$ cat config.mk
export PLATFORM = sky130hd
export DESIGN_NAME = softex_top
export DESIGN_NICKNAME = d
export VERILOG_FILES = /design/src/hw/softex_pkg.sv /design/src/hw/softex_cfg_if.sv /design/src/hw/softex_axil_regs.sv /design/src/hw/softex_ctrl_fsm.sv /design/src/hw/softex_addr_gen.sv /design/src/hw/softex_slot_store.sv /design/src/hw/softex_top.sv
export VERILOG_INCLUDE_DIRS = /design/src /design/src/hw
export SDC_FILE = /design/constraint.sdc
export NUM_CORES = 1
export LEC_CHECK = 0
export BUFFER_PORTS_ARGS = -buffer_cell sky130_fd_sc_hd__buf_2
export CAP_MARGIN = 30
export CORE_UTILIZATION = 60
export CTS_BUF_LIST = sky130_fd_sc_hd__clkbuf_8
export DETAILED_ROUTE_END_ITERATION = 12
export PLACE_DENSITY = 0.82
export SLEW_MARGIN = 0
export SYNTH_ARGS = -nofsm -noshare
export SYNTH_HDL_FRONTEND = slang
export SYNTH_SLANG_ARGS = --single-unit
$ cat constraint.sdc
create_clock -name clk_i -period 8.9 [get_ports clk_i]
set_input_delay 1.78 -clock clk_i [delete_from_list [all_inputs] [get_ports clk_i]]
set_output_delay 1.78 -clock clk_i [all_outputs]
set_load 0.05 [all_outputs]
$ cat src/hw/softex_defs.svh
// Register map, command bit positions and sizing constants of the softmax sequencing core
// Include this wherever an offset, a command bit or a width is needed
`ifndef SOFTEX_DEFS_SVH
`define SOFTEX_DEFS_SVH

`define SOFTEX_REG_CTRL       12'h000
`define SOFTEX_REG_STATUS     12'h004
`define SOFTEX_REG_IN_ADDR    12'h008
`define SOFTEX_REG_OUT_ADDR   12'h00C
`define SOFTEX_REG_TOT_LEN    12'h010
`define SOFTEX_REG_COMMANDS   12'h014

`define SOFTEX_CMD_ACC_ONLY   0
`define SOFTEX_CMD_DIV_ONLY   1
`define SOFTEX_CMD_LAST       2
`define SOFTEX_CMD_ACQUIRE    3

`define SOFTEX_BEAT_BYTES     16
`define SOFTEX_N_SLOTS        4
`define SOFTEX_FP_W           32

`endif

$ cat src/hw/softex_pkg.sv
// Shared types of the softmax sequencing core: controller states, decoded command and slot entry
`default_nettype none

`include "softex_defs.svh"

package softex_pkg;

    typedef enum logic [2:0] {
        IDLE,
        ACCUMULATION,
        WAIT_DATAPATH_EMPTY,
        WAIT_ACCUMULATION,
        WAIT_INVERSION,
        DIVIDING,
        FINISHED
    } ctrl_state_e;

    // Same bit layout as the COMMANDS register
    typedef struct packed {
        logic [15:0] slot;
        logic [11:0] rsvd;
        logic        acquire;
        logic        last;
        logic        div_only;
        logic        acc_only;
    } cmd_t;

    typedef struct packed {
        logic                    valid;
        logic [`SOFTEX_FP_W-1:0] maximum;
        logic [`SOFTEX_FP_W-1:0] denominator;
    } slot_entry_t;

endpackage

`default_nettype wire

$ cat src/hw/softex_cfg_if.sv
// Programmed job as seen by the controller and the stream address generators
`timescale 1ns/10ps
`default_nettype none

interface softex_cfg_if;

    logic               start;  // One cycle pulse
    logic [31:0]        in_addr;
    logic [31:0]        out_addr;
    logic [31:0]        tot_len;
    softex_pkg::cmd_t   cmd;
    logic               busy;
    logic               done;

    modport regs (output start, in_addr, out_addr, tot_len, cmd, input busy, done);
    modport ctrl (input start, cmd, output busy, done);
    modport addr (input tot_len);

endinterface

`default_nettype wire

$ cat src/hw/softex_axil_regs.sv
// AXI4-Lite slave with the job registers; a CTRL write while idle raises the start pulse
`timescale 1ns/10ps
`default_nettype none

`include "softex_defs.svh"

module softex_axil_regs (
    input  wire logic        clk_i,
    input  wire logic        rst_ni,
    input  wire logic [11:0] awaddr_i,
    input  wire logic        awvalid_i,
    output logic             awready_o,
    input  wire logic [31:0] wdata_i,
    input  wire logic [3:0]  wstrb_i,
    input  wire logic        wvalid_i,
    output logic             wready_o,
    output logic [1:0]       bresp_o,
    output logic             bvalid_o,
    input  wire logic        bready_i,
    input  wire logic [11:0] araddr_i,
    input  wire logic        arvalid_i,
    output logic             arready_o,
    output logic [31:0]      rdata_o,
    output logic [1:0]       rresp_o,
    output logic             rvalid_o,
    input  wire logic        rready_i,
    softex_cfg_if.regs       cfg
);

    logic        aw_q, w_q, bvalid_q, rvalid_q, start_q, done_q;
    logic [11:0] awaddr_q, wr_addr;
    logic [31:0] wdata_q, wr_data, rdata_q, rd_data;
    logic [3:0]  wstrb_q, wr_strb;
    logic [31:0] in_addr_q, out_addr_q, tot_len_q, cmd_q;
    logic        wr_en;

    function automatic logic [31:0] merge(input logic [31:0] old, input logic [31:0] data,
                                          input logic [3:0] strb);
        logic [31:0] res;
        res = old;
        for (int b = 0; b < 4; b++) begin
            if (strb[b])
                res[8*b +: 8] = data[8*b +: 8];
        end
        return res;
    endfunction

    assign awready_o = !aw_q && !bvalid_q;
    assign wready_o  = !w_q && !bvalid_q;
    assign arready_o = !rvalid_q;

    // Either channel may already be parked in its holding register
    assign wr_addr = aw_q ? awaddr_q : awaddr_i;
    assign wr_data = w_q ? wdata_q : wdata_i;
    assign wr_strb = w_q ? wstrb_q : wstrb_i;
    assign wr_en   = (aw_q || (awvalid_i && awready_o)) && (w_q || (wvalid_i && wready_o));

    always_ff @(posedge clk_i or negedge rst_ni) begin
        if (!rst_ni) begin
            {aw_q, w_q, bvalid_q, rvalid_q, start_q, done_q} <= '0;
            {in_addr_q, out_addr_q, tot_len_q, cmd_q} <= '0;
        end else begin
            start_q <= 1'b0;
            if (cfg.done)
                done_q <= 1'b1;
            else if (start_q)
                done_q <= 1'b0;
            if (bvalid_q && bready_i)
                bvalid_q <= 1'b0;
            if (rvalid_q && rready_i)
                rvalid_q <= 1'b0;
            else if (arvalid_i && arready_o)
                rvalid_q <= 1'b1;
            if (wr_en) begin
                aw_q     <= 1'b0;
                w_q      <= 1'b0;
                bvalid_q <= 1'b1;
                case (wr_addr)
                    `SOFTEX_REG_CTRL:     start_q    <= wr_strb[0] && wr_data[0] && !cfg.busy;
                    `SOFTEX_REG_IN_ADDR:  in_addr_q  <= merge(in_addr_q, wr_data, wr_strb);
                    `SOFTEX_REG_OUT_ADDR: out_addr_q <= merge(out_addr_q, wr_data, wr_strb);
                    `SOFTEX_REG_TOT_LEN:  tot_len_q  <= merge(tot_len_q, wr_data, wr_strb);
                    `SOFTEX_REG_COMMANDS: cmd_q      <= merge(cmd_q, wr_data, wr_strb);
                    default: ;
                endcase
            end else begin
                if (awvalid_i && awready_o)
                    aw_q <= 1'b1;
                if (wvalid_i && wready_o)
                    w_q <= 1'b1;
            end
        end
    end

    always_ff @(posedge clk_i) begin
        if (awvalid_i && awready_o)
            awaddr_q <= awaddr_i;
        if (wvalid_i && wready_o) begin
            wdata_q <= wdata_i;
            wstrb_q <= wstrb_i;
        end
        if (arvalid_i && arready_o)
            rdata_q <= rd_data;
    end

    always_comb begin
        case (araddr_i)
            `SOFTEX_REG_STATUS:   rd_data = {30'd0, done_q, cfg.busy};
            `SOFTEX_REG_IN_ADDR:  rd_data = in_addr_q;
            `SOFTEX_REG_OUT_ADDR: rd_data = out_addr_q;
            `SOFTEX_REG_TOT_LEN:  rd_data = tot_len_q;
            `SOFTEX_REG_COMMANDS: rd_data = cmd_q;
            default:              rd_data = '0;
        endcase
    end

    assign bvalid_o = bvalid_q;
    assign bresp_o  = 2'b00;
    assign rvalid_o = rvalid_q;
    assign rdata_o  = rdata_q;
    assign rresp_o  = 2'b00;

    assign cfg.start    = start_q;
    assign cfg.in_addr  = in_addr_q;
    assign cfg.out_addr = out_addr_q;
    assign cfg.tot_len  = tot_len_q;
    assign cfg.cmd      = '{slot: cmd_q[31:16], rsvd: '0,
                            acquire: cmd_q[`SOFTEX_CMD_ACQUIRE], last: cmd_q[`SOFTEX_CMD_LAST],
                            div_only: cmd_q[`SOFTEX_CMD_DIV_ONLY],
                            acc_only: cmd_q[`SOFTEX_CMD_ACC_ONLY]};

    a_aw_hold: assert property (@(posedge clk_i) disable iff (!rst_ni)
        awvalid_i && !awready_o |=> awvalid_i);

endmodule

`default_nettype wire

$ cat src/hw/softex_ctrl_fsm.sv
// Sequences the softmax phases: accumulation, drain, final accumulation, inversion, division
`timescale 1ns/10ps
`default_nettype none

module softex_ctrl_fsm (
    input  wire logic  clk_i,
    input  wire logic  rst_ni,
    softex_cfg_if.ctrl cfg,
    output logic       in_start_o,
    output logic       out_start_o,
    input  wire logic  in_done_i,
    input  wire logic  out_done_i,
    input  wire logic  dp_busy_i,
    input  wire logic  dp_acc_done_i,
    input  wire logic  dp_inv_done_i,
    output logic       dp_acc_finished_o,
    output logic       dp_dividing_o,
    output logic       dp_load_max_o,
    output logic       dp_load_den_o,
    output logic       dp_load_recip_o,
    output logic       slot_we_o,
    output logic       slot_free_o
);

    import softex_pkg::*;

    ctrl_state_e state_q, state_d;
    logic        out_done_q;  // Output stream may finish before the reciprocal is ready

    always_ff @(posedge clk_i or negedge rst_ni) begin
        if (!rst_ni) begin
            state_q    <= IDLE;
            out_done_q <= 1'b0;
        end else begin
            state_q <= state_d;
            if (state_q == FINISHED)
                out_done_q <= 1'b0;
            else if (out_done_i)
                out_done_q <= 1'b1;
        end
    end

    always_comb begin
        state_d           = state_q;
        in_start_o        = 1'b0;
        out_start_o       = 1'b0;
        dp_acc_finished_o = 1'b0;
        dp_dividing_o     = 1'b0;
        dp_load_max_o     = 1'b0;
        dp_load_den_o     = 1'b0;
        dp_load_recip_o   = 1'b0;
        case (state_q)
            IDLE: begin
                if (cfg.start) begin
                    in_start_o = 1'b1;
                    if (cfg.cmd.div_only) begin
                        state_d     = DIVIDING;
                        out_start_o = 1'b1;
                    end else begin
                        state_d = ACCUMULATION;
                    end
                    // Resume a partial operation from its slot
                    if ((cfg.cmd.acc_only || cfg.cmd.div_only) && !cfg.cmd.acquire) begin
                        dp_load_max_o   = 1'b1;
                        dp_load_den_o   = cfg.cmd.acc_only;
                        dp_load_recip_o = !cfg.cmd.acc_only;
                    end
                end
            end
            ACCUMULATION: begin
                if (in_done_i)
                    state_d = WAIT_DATAPATH_EMPTY;
            end
            WAIT_DATAPATH_EMPTY: begin
                if (!dp_busy_i) begin
                    state_d           = WAIT_ACCUMULATION;
                    dp_acc_finished_o = 1'b1;
                end
            end
            WAIT_ACCUMULATION: begin
                dp_acc_finished_o = 1'b1;
                if (dp_acc_done_i) begin
                    if (cfg.cmd.acc_only && !cfg.cmd.last) begin
                        state_d = FINISHED;
                    end else begin
                        state_d = WAIT_INVERSION;
                        if (!cfg.cmd.acc_only) begin
                            dp_acc_finished_o = 1'b0;
                            in_start_o        = 1'b1;  // Second pass over the input
                            out_start_o       = 1'b1;
                        end
                    end
                end
            end
            WAIT_INVERSION: begin
                dp_dividing_o = 1'b1;
                if (dp_inv_done_i)
                    state_d = cfg.cmd.acc_only ? FINISHED : DIVIDING;
            end
            DIVIDING: begin
                dp_dividing_o = 1'b1;
                if (out_done_i || out_done_q)
                    state_d = FINISHED;
            end
            FINISHED: state_d = IDLE;
            default:  state_d = IDLE;
        endcase
    end

    assign cfg.busy    = (state_q != IDLE) && (state_q != FINISHED);
    assign cfg.done    = state_q == FINISHED;
    assign slot_we_o   = (state_q == FINISHED) && cfg.cmd.acc_only;
    assign slot_free_o = (state_q == FINISHED) && cfg.cmd.div_only && cfg.cmd.last;

    // The register block must hold back a second start until the job has left IDLE
    a_start_idle: assert property (@(posedge clk_i) disable iff (!rst_ni)
        cfg.start |-> state_q == IDLE);

endmodule

`default_nettype wire

$ cat src/hw/softex_addr_gen.sv
// Stream address generator, one request per beat from the base address in beat-sized steps
`timescale 1ns/10ps
`default_nettype none

`include "softex_defs.svh"

module softex_addr_gen (
    input  wire logic        clk_i,
    input  wire logic        rst_ni,
    softex_cfg_if.addr       cfg,
    input  wire logic        start_i,
    input  wire logic [31:0] base_addr_i,
    output logic             req_o,
    output logic [31:0]      addr_o,
    input  wire logic        gnt_i,
    output logic             done_o
);

    localparam int unsigned SHIFT = $clog2(`SOFTEX_BEAT_BYTES);

    logic [32-SHIFT:0] n_beats, remain_q;
    logic              active_q, done_q;
    logic [31:0]       addr_q;

    // A partial last beat still costs a whole beat
    assign n_beats = {1'b0, cfg.tot_len[31:SHIFT]} + (cfg.tot_len[SHIFT-1:0] != '0);

    always_ff @(posedge clk_i or negedge rst_ni) begin
        if (!rst_ni) begin
            active_q <= 1'b0;
            done_q   <= 1'b0;
            remain_q <= '0;
            addr_q   <= '0;
        end else begin
            done_q <= 1'b0;
            if (start_i) begin
                addr_q   <= base_addr_i;
                remain_q <= n_beats;
                active_q <= n_beats != '0;
                done_q   <= n_beats == '0;
            end else if (active_q && gnt_i) begin
                addr_q   <= addr_q + `SOFTEX_BEAT_BYTES;
                remain_q <= remain_q - 1'b1;
                if (remain_q == 1) begin
                    active_q <= 1'b0;
                    done_q   <= 1'b1;
                end
            end
        end
    end

    assign req_o  = active_q;
    assign addr_o = addr_q;
    assign done_o = done_q;

    a_addr_stable: assert property (@(posedge clk_i) disable iff (!rst_ni)
        req_o && !gnt_i |=> $stable(addr_o));

endmodule

`default_nettype wire

$ cat src/hw/softex_slot_store.sv
// Local store of partial softmax state, one maximum and denominator per slot
`timescale 1ns/10ps
`default_nettype none

`include "softex_defs.svh"

module softex_slot_store (
    input  wire logic                                clk_i,
    input  wire logic                                rst_ni,
    input  wire logic [$clog2(`SOFTEX_N_SLOTS)-1:0]  idx_i,
    input  wire logic                                we_i,
    input  wire logic                                free_i,
    input  wire logic [`SOFTEX_FP_W-1:0]             max_i,
    input  wire logic [`SOFTEX_FP_W-1:0]             den_i,
    output softex_pkg::slot_entry_t                  entry_o
);

    logic [`SOFTEX_N_SLOTS-1:0] valid_q;
    logic [`SOFTEX_FP_W-1:0]    max_q [`SOFTEX_N_SLOTS];
    logic [`SOFTEX_FP_W-1:0]    den_q [`SOFTEX_N_SLOTS];

    always_ff @(posedge clk_i or negedge rst_ni) begin
        if (!rst_ni)
            valid_q <= '0;
        else if (we_i)
            valid_q[idx_i] <= 1'b1;
        else if (free_i)
            valid_q[idx_i] <= 1'b0;
    end

    always_ff @(posedge clk_i) begin
        if (we_i) begin
            max_q[idx_i] <= max_i;
            den_q[idx_i] <= den_i;
        end
    end

    assign entry_o = '{valid: valid_q[idx_i], maximum: max_q[idx_i], denominator: den_q[idx_i]};

endmodule

`default_nettype wire

$ cat src/hw/softex_top.sv
// Top level of the softmax sequencing core; the arithmetic datapath connects on the dp_ ports
`timescale 1ns/10ps
`default_nettype none

`include "softex_defs.svh"

module softex_top (
    input  wire logic                    clk_i,
    input  wire logic                    rst_ni,
    input  wire logic [11:0]             awaddr_i,
    input  wire logic                    awvalid_i,
    output logic                         awready_o,
    input  wire logic [31:0]             wdata_i,
    input  wire logic [3:0]              wstrb_i,
    input  wire logic                    wvalid_i,
    output logic                         wready_o,
    output logic [1:0]                   bresp_o,
    output logic                         bvalid_o,
    input  wire logic                    bready_i,
    input  wire logic [11:0]             araddr_i,
    input  wire logic                    arvalid_i,
    output logic                         arready_o,
    output logic [31:0]                  rdata_o,
    output logic [1:0]                   rresp_o,
    output logic                         rvalid_o,
    input  wire logic                    rready_i,
    output logic                         in_req_o,
    output logic [31:0]                  in_addr_o,
    input  wire logic                    in_gnt_i,
    output logic                         out_req_o,
    output logic [31:0]                  out_addr_o,
    input  wire logic                    out_gnt_i,
    input  wire logic                    dp_busy_i,
    input  wire logic                    dp_acc_done_i,
    input  wire logic                    dp_inv_done_i,
    input  wire logic [`SOFTEX_FP_W-1:0] dp_max_i,
    input  wire logic [`SOFTEX_FP_W-1:0] dp_den_i,
    input  wire logic [`SOFTEX_FP_W-1:0] dp_recip_i,
    output logic                         dp_acc_finished_o,
    output logic                         dp_dividing_o,
    output logic                         dp_load_max_o,
    output logic                         dp_load_den_o,
    output logic                         dp_load_recip_o,
    output logic [`SOFTEX_FP_W-1:0]      dp_max_o,
    output logic [`SOFTEX_FP_W-1:0]      dp_den_o,
    output logic                         busy_o,
    output logic                         evt_o
);

    import softex_pkg::*;

    slot_entry_t slot_entry;
    logic        in_start, out_start, in_done, out_done, slot_we, slot_free;

    softex_cfg_if cfg_if ();

    softex_axil_regs u_regs (
        .clk_i, .rst_ni,
        .awaddr_i, .awvalid_i, .awready_o,
        .wdata_i, .wstrb_i, .wvalid_i, .wready_o,
        .bresp_o, .bvalid_o, .bready_i,
        .araddr_i, .arvalid_i, .arready_o,
        .rdata_o, .rresp_o, .rvalid_o, .rready_i,
        .cfg (cfg_if.regs)
    );

    softex_ctrl_fsm u_ctrl (
        .clk_i, .rst_ni,
        .cfg         (cfg_if.ctrl),
        .in_start_o  (in_start),
        .out_start_o (out_start),
        .in_done_i   (in_done),
        .out_done_i  (out_done),
        .dp_busy_i, .dp_acc_done_i, .dp_inv_done_i,
        .dp_acc_finished_o, .dp_dividing_o,
        .dp_load_max_o, .dp_load_den_o, .dp_load_recip_o,
        .slot_we_o   (slot_we),
        .slot_free_o (slot_free)
    );

    softex_addr_gen u_in_gen (
        .clk_i, .rst_ni,
        .cfg         (cfg_if.addr),
        .start_i     (in_start),
        .base_addr_i (cfg_if.in_addr),
        .req_o       (in_req_o),
        .addr_o      (in_addr_o),
        .gnt_i       (in_gnt_i),
        .done_o      (in_done)
    );

    softex_addr_gen u_out_gen (
        .clk_i, .rst_ni,
        .cfg         (cfg_if.addr),
        .start_i     (out_start),
        .base_addr_i (cfg_if.out_addr),
        .req_o       (out_req_o),
        .addr_o      (out_addr_o),
        .gnt_i       (out_gnt_i),
        .done_o      (out_done)
    );

    // A partial accumulation keeps the raw denominator, a finished one keeps the reciprocal
    softex_slot_store u_slot (
        .clk_i, .rst_ni,
        .idx_i   (cfg_if.cmd.slot[$clog2(`SOFTEX_N_SLOTS)-1:0]),
        .we_i    (slot_we),
        .free_i  (slot_free),
        .max_i   (dp_max_i),
        .den_i   ((cfg_if.cmd.acc_only && !cfg_if.cmd.last) ? dp_den_i : dp_recip_i),
        .entry_o (slot_entry)
    );

    assign dp_max_o = slot_entry.maximum;
    assign dp_den_o = slot_entry.denominator;
    assign busy_o   = cfg_if.busy;
    assign evt_o    = cfg_if.done;

    // A resumed job must name a slot that holds saved state
    a_load_valid: assert property (@(posedge clk_i) disable iff (!rst_ni)
        dp_load_max_o |-> slot_entry.valid);

endmodule

`default_nettype wire

## Word level (Yosys, flattened, before mapping)

Memory sizes are Yosys's and may differ from the RTL's.
Index checks and enable logic that the tools add are counted.

- Register bits: 344
- Bits in latches: 0
- Memory bits (writable): 256
- ROM bits: 0
- Input port bits: 168
- Output and inout bits: 178
- Word-level logic and storage cells: 205
- Memories: 2

Memories:

| memory | depth | width | read ports | clocked after Yosys merged registers in | write ports | RTL line | source |
|---|---|---|---|---|---|---|---|
| u_slot.den_q | 4 | 32 | 1 | 0 | 1 | softex_slot_store.sv:20 | `` logic [`SOFTEX_FP_W-1:0] den_q [`SOFTEX_N_SLOTS]; `` |
| u_slot.max_q | 4 | 32 | 1 | 0 | 1 | softex_slot_store.sv:19 | `` logic [`SOFTEX_FP_W-1:0] max_q [`SOFTEX_N_SLOTS]; `` |

- Add/subtract/negate cells: 5
- Multiply operators: 0
- Div/mod/pow operators: 0
- $lt $le $gt $ge: 0
- Equal/unequal tests: 24
- Shift operators: 0
- Mux-type cells: 74
- Bitwise gates (word level): 0
- Reduce and logical (&&, ||, !) cells: 64

Operator list:

| kind | number |
|---|---|
| $mux W32 | 6 |
| $pmux W32 S5 | 1 |
| $mux W29 | 4 |
| $add A32 B5 Y32 const B | 2 |
| $eq A29 B1 Y1 const B | 2 |
| $sub A29 B1 Y29 const B | 2 |
| $eq A12 B4 Y1 const B | 4 |
| $eq A12 B5 Y1 const B | 4 |
| $mux W1 | 48 |
| $reduce_and A3 Y1 | 16 |
| $add A28 B1 Y29 | 1 |
| $logic_not A29 Y1 | 1 |
| $reduce_bool A29 Y1 | 1 |
| $mux W3 | 7 |
| $reduce_bool A2 Y1 | 10 |
| $pmux W3 S6 | 1 |
| $logic_and A1 B1 Y1 | 16 |
| $eq A12 B3 Y1 const B | 1 |
| $logic_not A12 Y1 | 1 |
| $mux W12 | 1 |
| $eq A3 B3 Y1 const B | 3 |
| $logic_not A1 Y1 | 8 |
| $ne A2 B2 Y1 const B | 4 |
| $eq A3 B2 Y1 const B | 2 |
| other kinds (13) | 21 |

## Depth between registers and ports, before layout

Gate-level depths: netlist of the first run.

- Depth in word-level cells: 7
- Depth in mapped cells: 11
- Gate-level depth less buffers: 10

## By module

Synthesis of the first run repeated with hierarchy kept, for this count alone.

- Cells, all modules: 2088
- Area, all modules: 29137.9 um^2

Modules (own cells, without submodules):

| module | times used | cells each | area an instance (um^2) | sequential area each (um^2) |
|---|---|---|---|---|
| softex_axil_regs | 1 | 605 | 9868.2 | 5755.5 |
| softex_slot_store | 1 | 354 | 9471.6 | 7787.5 |
| softex_addr_gen | 2 | 520 | 4415.5 | 1576.5 |
| softex_top | 1 | 37 | 558.0 | 0.0 |
| softex_ctrl_fsm | 1 | 52 | 409.1 | 100.1 |

## Worst setup path before layout of the first run

OpenSTA, ideal clock, no wires.

- Path type: register to register
- Start: register u_ctrl.state_q[0]
- End: memory u_slot.den_q[0][0] (netlist bit) (enable)
- Setup time: 578 ps
- Data arrival time: 6098 ps
- Data required time: 8322 ps
- Setup slack: 2224 ps
- Stages on the path, launching flop included: 6
- Buffers on the path: 1
- Period minus slack after synthesis: 6676 ps
- Cell sequence: dfrtp_1 > clkbuf_1 > inv_1 > and3_1 > and2_1 > nor3b_1

- Longest elaborated chain between the ends: 4

RTL lines:

| item | RTL line | source |
|---|---|---|
| from (decl) | softex_ctrl_fsm.sv:27 | `ctrl_state_e state_q, state_d;` |
| from (signal assigned) | softex_ctrl_fsm.sv:35 | `state_q <= state_d;` |
| $eq A3 B3 Y1 | - |  |
| via evt_o | softex_top.sv:47 | `output logic evt_o` |
| $logic_and A1 B1 Y1 | softex_ctrl_fsm.sv:112 | `assign slot_we_o = (state_q == FINISHED) && cfg.cmd.acc_only;` |
| $mux W1 | softex_slot_store.sv:32 | `if (we_i) begin` |
| $mux W1 (implied by the code) | softex_slot_store.sv:34 | `den_q[idx_i] <= den_i;` |
| to (decl) | softex_slot_store.sv:20 |  |

The timed path passes the listed nets, and every way through them passes these cells.

## Worst setup path in the final report of the first run

- Start: register u_regs.cmd_q[16]
- End: output dp_max_o[30]

- Longest elaborated chain between the ends: 1

RTL lines:

| item | RTL line | source |
|---|---|---|
| from (decl) | softex_axil_regs.sv:34 | `logic [31:0] in_addr_q, out_addr_q, tot_len_q, cmd_q;` |
| from (signal assigned) | softex_axil_regs.sv:83 | `` `SOFTEX_REG_COMMANDS: cmd_q <= merge(cmd_q, wr_data, wr_strb); `` |
| $mem_v2 Z4 W32 | - |  |
| to (decl) | softex_top.sv:44 | `` output logic [`SOFTEX_FP_W-1:0] dp_max_o, `` |

No other way between the ends.

==> results.md, run 1 <==
* Vias in the first global route at 17600
* CTS H-tree lvls at 3
* Relative slew margins at 0.247
* Gate power share at 0.161
* Final Cell Area at 0.0306 sq mm
* Synth cell types at 65
* Drt initial violations at 1458
* CP Depth at 4
* CTS tree: yes
* Standard-cell row count at 76
* Area grow syn2layout at 16.2%
* Clock buffer depth at 3
* Commonest non-fill, non-tap cell in the layout: buf_2
* Clock sinks at 600
* Top cells by area, synth: edfxtp_1, dfrtp_1, mux2_2
* WL met3 at 4830 um
* EDFF count, synth at 336
* Share of cells above drive strength 1 at 0.339
* Worst clock skew at 0.0273 ns
* Sequential area share after synthesis at 0.634
* Synth area leader: edfxtp_1
* Clk_lat worst skew at 0.69 ns
* Critical Path Fanout Max at 44
* P_leak at 12.8 nW
* Maximum vdd drop at 0.000278 V
* Fin util at 0.709
* Final net count at 2420
* Area share of the largest cell type after synthesis at 0.383
* Design Power at 6.72 mW
* Core Region at 0.0432 sq mm
* Die X at 212 um
* Largest net degree at the start of global routing at 183
* Cts hold-fix bufs at 0
* Power per Cell Area at 220 mW/mm^2
* Max Clk Rate at 213 MHz
* Final Hold Viols at 0
* Remaining DRCs at 0
* Final ANT Viol Nets at 0
* Crit path time final at 4.71 ns
* Gate Count Post-Synth at 1875
* Post-CTS sizing at 0
* Reg-to-reg slack, setup at 5.25 ns
* Post-route insts no fill at 2917
* Setup crit end: dp_max_o[30]
* First-pass GRT wire length at 98300 um
* Clock share of power at 0.338
* Routed length on met1 at 26000 um
* Slew @ Worst Pin at 1.13 ns
* Switching power at 1.99 mW
* Reg clk slew, reported paths at 0.06 ns
* Final worst slack at 4.19 ns
* Highest Signal Layer: met5
* Max_cap viols at 0
* Post-DP Area at 0.0287 sq mm
* I/O pin count at 346
* Sw frac at 0.296
* Starting density of the core at 0.610
* Family with the most delay on the worst path: buffers and inverters
* Highest-count cells in the layout ignoring fill and taps: buf_2, edfxtp_1, dfrtp_1
* Register area at 0.0167 sq mm
* Mean routed wirelength per cell at 22.7 um
* Critical-path cell list: buf_4, buf_16, mux4_2, buf_2
* Area taken by multi-input logic gates at 0.00926 sq mm
* IO Port Bufs at 341
* Syn. warnings at 0
* HP Class: flop to flop
* Final TNS setup at 0 ns
* GP Congestion at 0.887
* FF+latch count, synth at 600
* Wire length on met2 at 32600 um
* Crit path kind: flop to primary output
* CP bufs+invs at 3
* Final WL at 66300 um
* Hold WS at 0.463 ns
* CP max-delay cell: dfrtp_4
* Synth async-reset ratio at 0.440
* Crit path from: u_regs.cmd_q[16]$_DFFE_PN0P_
* Vias at 17400
* Critical Path Max Stage Delay at 0.65 ns
* Vias/cell at 5.98
* Fill cell count at 2873
* Reg2reg start: u_regs.cfg.tot_len[3]$_DFFE_PN0P_
* Cell Int Power at 4.73 mW
* DIE HEIGHT at 212 um
* Placed insts at 2731
* Worst r2r path cells at 10
* Syn avg cell area at 14.1 sq um
* CP arrival at 2.93 ns
* Initial antenna violation count at 6
* Sequential power share at 0.501
* DR pass1 iterations at 5
* Post-CTS Setup Bufs at 0
* CTS buffer count at 95
* Reg2reg end: u_in_gen.req_o$_DFFE_PN0P_
* GRT overflow at 0
* Worst slack, placed at 4.63 ns
* Finish-stage setup viols at 0
* HPWL Detailed at 44100 um
* Final Slew Violations at 0
* Status: finished clean
* Total GRT Usage at 0.293
* Ys flop type: edfxtp_1
* Clock root buffer: clkbuf_8
* Unrepaired setup endpoints after global routing: false
* CP required at 7.12 ns
* Syn Std Cell Area at 0.0263 sq mm
* Final period utilization at 0.529
* Endpoint type of the worst setup path: primary output
* Crit start category: flop
* Die area at 0.0447 sq mm
[synthesized netlist by cell type (22+ instances only)]
cell	number
nand2_1	169
xor2_1	80
mux4_2	65
clkbuf_1	64
nor3_1	26
a21oi_1	56
xnor2_1	55
nand3_1	30
mux2i_1	49
edfxtp_1	336
a221o_1	30
mux2_2	196
nand4_1	22
o21ai_0	68
nor2_1	147
nor4_1	26
dfrtp_1	264
[power by group through the flow]
stage / combinational (mW) / clock [mW] / sequential, mW
3_5_place_dp: 1.07 / 0 / 3.41
5_1_grt: 1.17 / 2.41 / 3.39
4_1_cts: 1.08 / 2.31 / 3.36
2_1_floorplan: 0.640 / 0 / 3.47
3_3_place_gp: 1.02 / 0 / 3.40
6_report: 1.08 / 2.27 / 3.37
[routing by layer]
layer,global-route usage,vias to the layer above
met1,0.382,8797
met4,0.140,2
li1,-,7711
met5,0,-
met2,0.472,777
met3,0.0611,156
[flip-flops by register name (all words and copies together), names as in the netlist, 4 cells and up]
| signal | flops |
|---|---|
| u_in_gen.addr_o | 32 |
| u_in_gen.remain_q | 29 |
| u_out_gen.addr_o | 32 |
| u_out_gen.remain_q | 29 |
| u_regs.awaddr_q | 12 |
| u_regs.cfg.in_addr | 32 |
| u_regs.cfg.out_addr | 32 |
| u_regs.cfg.tot_len | 32 |
| u_regs.cmd_q | 32 |
| u_regs.rdata_o | 32 |
| u_regs.wdata_q | 32 |
| u_regs.wstrb_q | 4 |
| u_slot.den_q | 128 |
| u_slot.max_q | 128 |
[worst reg2reg max path: cells and delay by family (launching register included)]
| kind | cells | cell delay, ns |
|---|---|---|
| AO/OA/AOI/OAI | 4 | 1.10 |
| adder cells (fa/ha/maj) | 2 | 0.56 |
| AND/OR/NAND/NOR | 4 | 1.45 |
| flip-flops | 1 | 0.39 |
[worst min path at each step]
stage          cells past startpoint                               to                            start
6_report                           2   u_in_gen.addr_o[3]$_DFFE_PN0P_   u_in_gen.addr_o[3]$_DFFE_PN0P_
5_1_grt                            2   u_in_gen.addr_o[3]$_DFFE_PN0P_   u_in_gen.addr_o[3]$_DFFE_PN0P_
4_1_cts                            2   u_in_gen.addr_o[3]$_DFFE_PN0P_   u_in_gen.addr_o[3]$_DFFE_PN0P_
3_5_place_dp                       2   u_in_gen.addr_o[3]$_DFFE_PN0P_   u_in_gen.addr_o[3]$_DFFE_PN0P_
3_3_place_gp                       2  u_out_gen.addr_o[0]$_DFFE_PN0P_  u_out_gen.addr_o[0]$_DFFE_PN0P_
2_1_floorplan                      1        u_regs.done_q$_DFFE_PN0P_        u_regs.done_q$_DFFE_PN0P_
[logic make-up (layout without fill, tap and decap cells)]
group / Yosys count / in the layout / share of synthesized area
and+or+nand+nor: 523 / 523 / 0.0983
adders and majority gates: 8 / 8 / 0.00380
DFF: 600 / 600 / 0.634
muxes: 310 / 310 / 0.158
buffers and inverters: 113 / 561 / 0.0171
xor gates and xnor gates: 135 / 135 / 0.0449
AOI/OAI and AO/OA: 185 / 185 / 0.0441
other: 1 / 10 / 0.000142
[cell type report]
cell class / instances / share of cell area
flip-flops and latches: 600 / 0.546
multi-input cells: 1165 / 0.303
repair buffers: 362 / 0.0631
clock buffers: 113 / 0.0508
well taps: 585 / 0.0239
clock inverters: 66 / 0.0111
inverters: 20 / 0.00245
diodes: 6 / 0.000490
(Power assumes the default switching activity.)
==> run 2: changes to the inputs <==
--- a/config.mk
+++ b/config.mk
@@ -6,6 +6,7 @@
 export SDC_FILE = /design/constraint.sdc
 export NUM_CORES = 1
 export LEC_CHECK = 0
+export ABC_AREA = 1
 export BUFFER_PORTS_ARGS = -buffer_cell sky130_fd_sc_hd__buf_2
 export CAP_MARGIN = 30
 export CORE_UTILIZATION = 60
==> constraint.sdc (replaced) <==
create_clock -name clk_i -period 4.6 [get_ports clk_i]
set_input_delay 0.92 -clock clk_i [delete_from_list [all_inputs] [get_ports clk_i]]
set_output_delay 0.92 -clock clk_i [all_outputs]
set_load 0.05 [all_outputs]
==> results.md, run 2 <==
* Maximum vdd drop at 0.000310 V (+11%)
* Post-CTS Setup Bufs at 0 (unchanged)
* CTS H-tree lvls at 3 (unchanged)
* Reg clk slew, reported paths at 0.06 ns (about the same)
* Post-synthesis simple-gate area fraction at 0.189 (+0.0904)
* Vias/cell at 6.18 (+3.3%)
* Fin util at 0.698 (-0.0107)
* Remaining DRCs at 0 (unchanged)
* DR pass1 iterations at 8 (+3)
* IO Port Bufs at 341 (unchanged)
* Clock sinks at 600 (unchanged)
* Clock buffer depth at 3 (unchanged)
* CP required at 3.68 ns (-3.44 ns)
* CTS tree: yes
* Main combinational cell family by area after synthesis: simple AND/OR/NAND/NOR gates
* Standard-cell row count at 78 (+2.6%)
* Final ANT Viol Nets at 0 (unchanged)
* Critical Path Fanout Max at 83 (+89%)
* Mean routed wirelength per cell at 22.3 um (-1.7%)
* Clk_lat worst skew at 0.71 ns (+0.02 ns)
* Adder-cell share of the synthesized area at 0.00364 (-0.000155)
* Design Power at 14.1 mW (+110%)
* Syn avg cell area at 10.3 sq um (-26%)
* P_leak at 13.1 nW (+2.2%)
* CP most frequent cell: nand3_1
* Die area at 0.0466 sq mm (+4.2%)
* Max_cap viols at 0 (unchanged)
* Highest-count cells in the layout ignoring fill and taps: nand2_1, buf_2, edfxtp_1
* Placed insts at 3501 (+28%)
* Vias in the first global route at 21800 (+24%)
* Final period utilization at 0.870
* Post-Synth XOR/XNOR Area at 0.0233 (-0.0216)
* HPWL Detailed at 56500 um (+28%)
* Crit start category: flop
* Endpoint type of the worst setup path: primary output
* Finish-stage setup viols at 0 (unchanged)
* Final TNS setup at 0 ns (unchanged)
* Share of cells above drive strength 1 at 0.204 (-0.135)
* Die X at 216 um (+2.1%)
* Largest net degree at the start of global routing at 116 (-37%)
* Area grow syn2layout at 15.2%
* Reg2reg start: u_regs.cfg.tot_len[0]$_DFFE_PN0P_
* Post-CTS sizing at 0 (unchanged)
* CTS buffer count at 96 (+1.1%)
* Sequential area share after synthesis at 0.608 (-0.0258)
* DIE HEIGHT at 216 um (+2.1%)
* Syn. warnings at 0 (unchanged)
* First-pass GRT wire length at 125000 um (+27%)
* Most instantiated library cell after synthesis: nand2_1
* GP Congestion at 1.00 (+13%)
* Synth area leader: edfxtp_1
* Synth cell types at 57 (-12%)
* EDFF count, synth at 336 (unchanged)
* Core Region at 0.0453 sq mm (+4.9%)
* Max Clk Rate at 250 MHz
* Drt initial violations at 2935 (+100%)
* Worst r2r path cells at 16 (+6)
* Vias at 22800 (+31%)
* Crit path time final at 4.00 ns
* Biggest regs: u_slot.den_q (128), u_slot.max_q (128)
* Synth Area in Compound Gates at 0.106 (+0.0622)
* Starting density of the core at 0.606 (-0.00379)
* Clock root buffer: clkbuf_8
* Critical-path cell list: buf_4, nand3_1, nand3_1, buf_2
* Cts hold-fix bufs at 0 (unchanged)
* CP arrival at 3.08 ns (+0.15 ns)
* Syn Std Cell Area at 0.0275 sq mm (+4.2%)
* HP Class: input pin to asynchronous set/reset pin
* Mux contribution to synthesized area at 0.0255 (-0.132)
* Critical Path Max Stage Delay at 0.84 ns (+0.19 ns)
* Final WL at 82300 um (+24%)
* Power per Cell Area at 444 mW/mm^2 (+100%)
* CP max-delay cell: dfrtp_4
* Final Slew Violations at 0 (unchanged)
* Reg-to-reg slack, setup at 1.43 ns (-3.82 ns)
* Top cells by area, synth: edfxtp_1, dfrtp_1, nand2_1
* Synth async-reset ratio at 0.440 (unchanged)
* GRT overflow at 0 (unchanged)
* Relative slew margins at 0.327 (+0.0804)
* Worst clock skew at 0.0446 ns (+0.0173 ns)
* Slew @ Worst Pin at 1.01 ns (-0.121 ns)
* Most frequent cells after synthesis: nand2_1, edfxtp_1, nand3_1, dfrtp_1, nor2_1
* Reg2reg end: u_in_gen.done_o$_DFF_PN0_
* Initial antenna violation count at 14 (+8)
* FF+latch count, synth at 600 (unchanged)
* I/O pin count at 346 (unchanged)
* Final net count at 3176 (+31%)
* Gate Count Post-Synth at 2654 (+42%)
* Final worst slack at 0.598 ns (-3.60 ns)
* Ys flop type: edfxtp_1
* Total GRT Usage at 0.354 (+0.0609)
* Worst slack, placed at 1.21 ns (-3.42 ns)
* Crit path kind: flop to primary output
* Final Hold Viols at 0 (unchanged)
* Unrepaired setup endpoints after global routing: false
* Post-route insts no fill at 3689 (+26%)
* Status: finished clean
* Area share of the largest cell type after synthesis at 0.367 (-0.0156)
* Commonest non-fill, non-tap cell in the layout: nand2_1
run 2: cell count changes in the layout (fill, tap and decap cells not counted), moves of 32 or more:
cell     delta
nand2_1   +343
inv_1     +140
o21ai_1    +46
o21ai_0    +45
o21ai_2    +32
mux2_2    -164
nor2_1     +47
a22oi_1   +100
mux4_2     -65
nand3_1   +288
xnor2_1    -37
run 2: worst max-delay path: cells and delay by family (launching register included):
| kind | cells | cell delay (ns) |
|---|---|---|
| buffers and inverters | 2 | 1.06 |
| DFF | 1 | 0.84 |
| and+or+nand+nor | 2 | 0.41 |
run 2: cell families (layout without fill, tap and decap cells):
kind of cell | count (synthesis) | after routing
buffers and inverters | 300 | 725
other | 1 | 11
DFF | 600 | 600
AOI/OAI and AO/OA | 445 | 445
adders and majority gates | 8 | 8
xor gates and xnor gates | 73 | 73
muxes | 66 | 66
and+or+nand+nor | 1161 | 1161
run 2: how the worst max path moves through the flow:
stage,from,endpoint,slack (ns)
finish,u_regs.cmd_q[17]$_DFFE_PN0P_,dp_max_o[10],0.60
floorplan,u_ctrl.state_q[0]$_DFFE_PN0P_,u_slot.den_q[0][0]$_DFFE_PP_,-1.48
global placement,araddr_i[2],u_regs.rdata_o[5]$_DFFE_PP_,1.29
CTS,u_regs.cmd_q[17]$_DFFE_PN0P_,dp_max_o[10],0.63
global route,u_regs.cmd_q[17]$_DFFE_PN0P_,dp_max_o[15],0.46
detailed placement,araddr_i[2],u_regs.rdata_o[3]$_DFFE_PP_,1.21
run 2: final cells by class:
cell class / instances / area (sq um)
multi-input combinational: 1757 / 9620
tap: 600 / 751
clock buffer: 111 / 1530
timing repair buffer: 373 / 1980
sequential: 600 / 16700
clock inverter: 69 / 378
inverter: 172 / 648
antenna: 7 / 17.5
fill: 3318 / 13700
run 2: per-layer routing:
layer,part of all wire,wire length [um],GRT usage
met1,0.38,31000,0.459
met2,0.48,39200,0.560
met3,0.098,8100,0.0877
met4,0.049,4030,0.169
met5,0.00094,77,0
run 2: report_power, final:
group | leakage, nW | total, mW | internal [mW] | switching [mW]
combinational | 5.31 | 3.03 | 0.844 | 2.18
sequential | 6.64 | 6.54 | 6.15 | 0.395
clock | 1.12 | 4.49 | 2.30 | 2.19
total | 13.1 | 14.1 | 9.29 | 4.77
run 2: metrics by stage:
step	hold slack [ns]	area (sq um)
detailed placement	0.456	29700
global placement	0.454	29700
global route	0.350	31600
finish	0.276	31600
floorplan	0.447	27500
CTS	0.312	31600
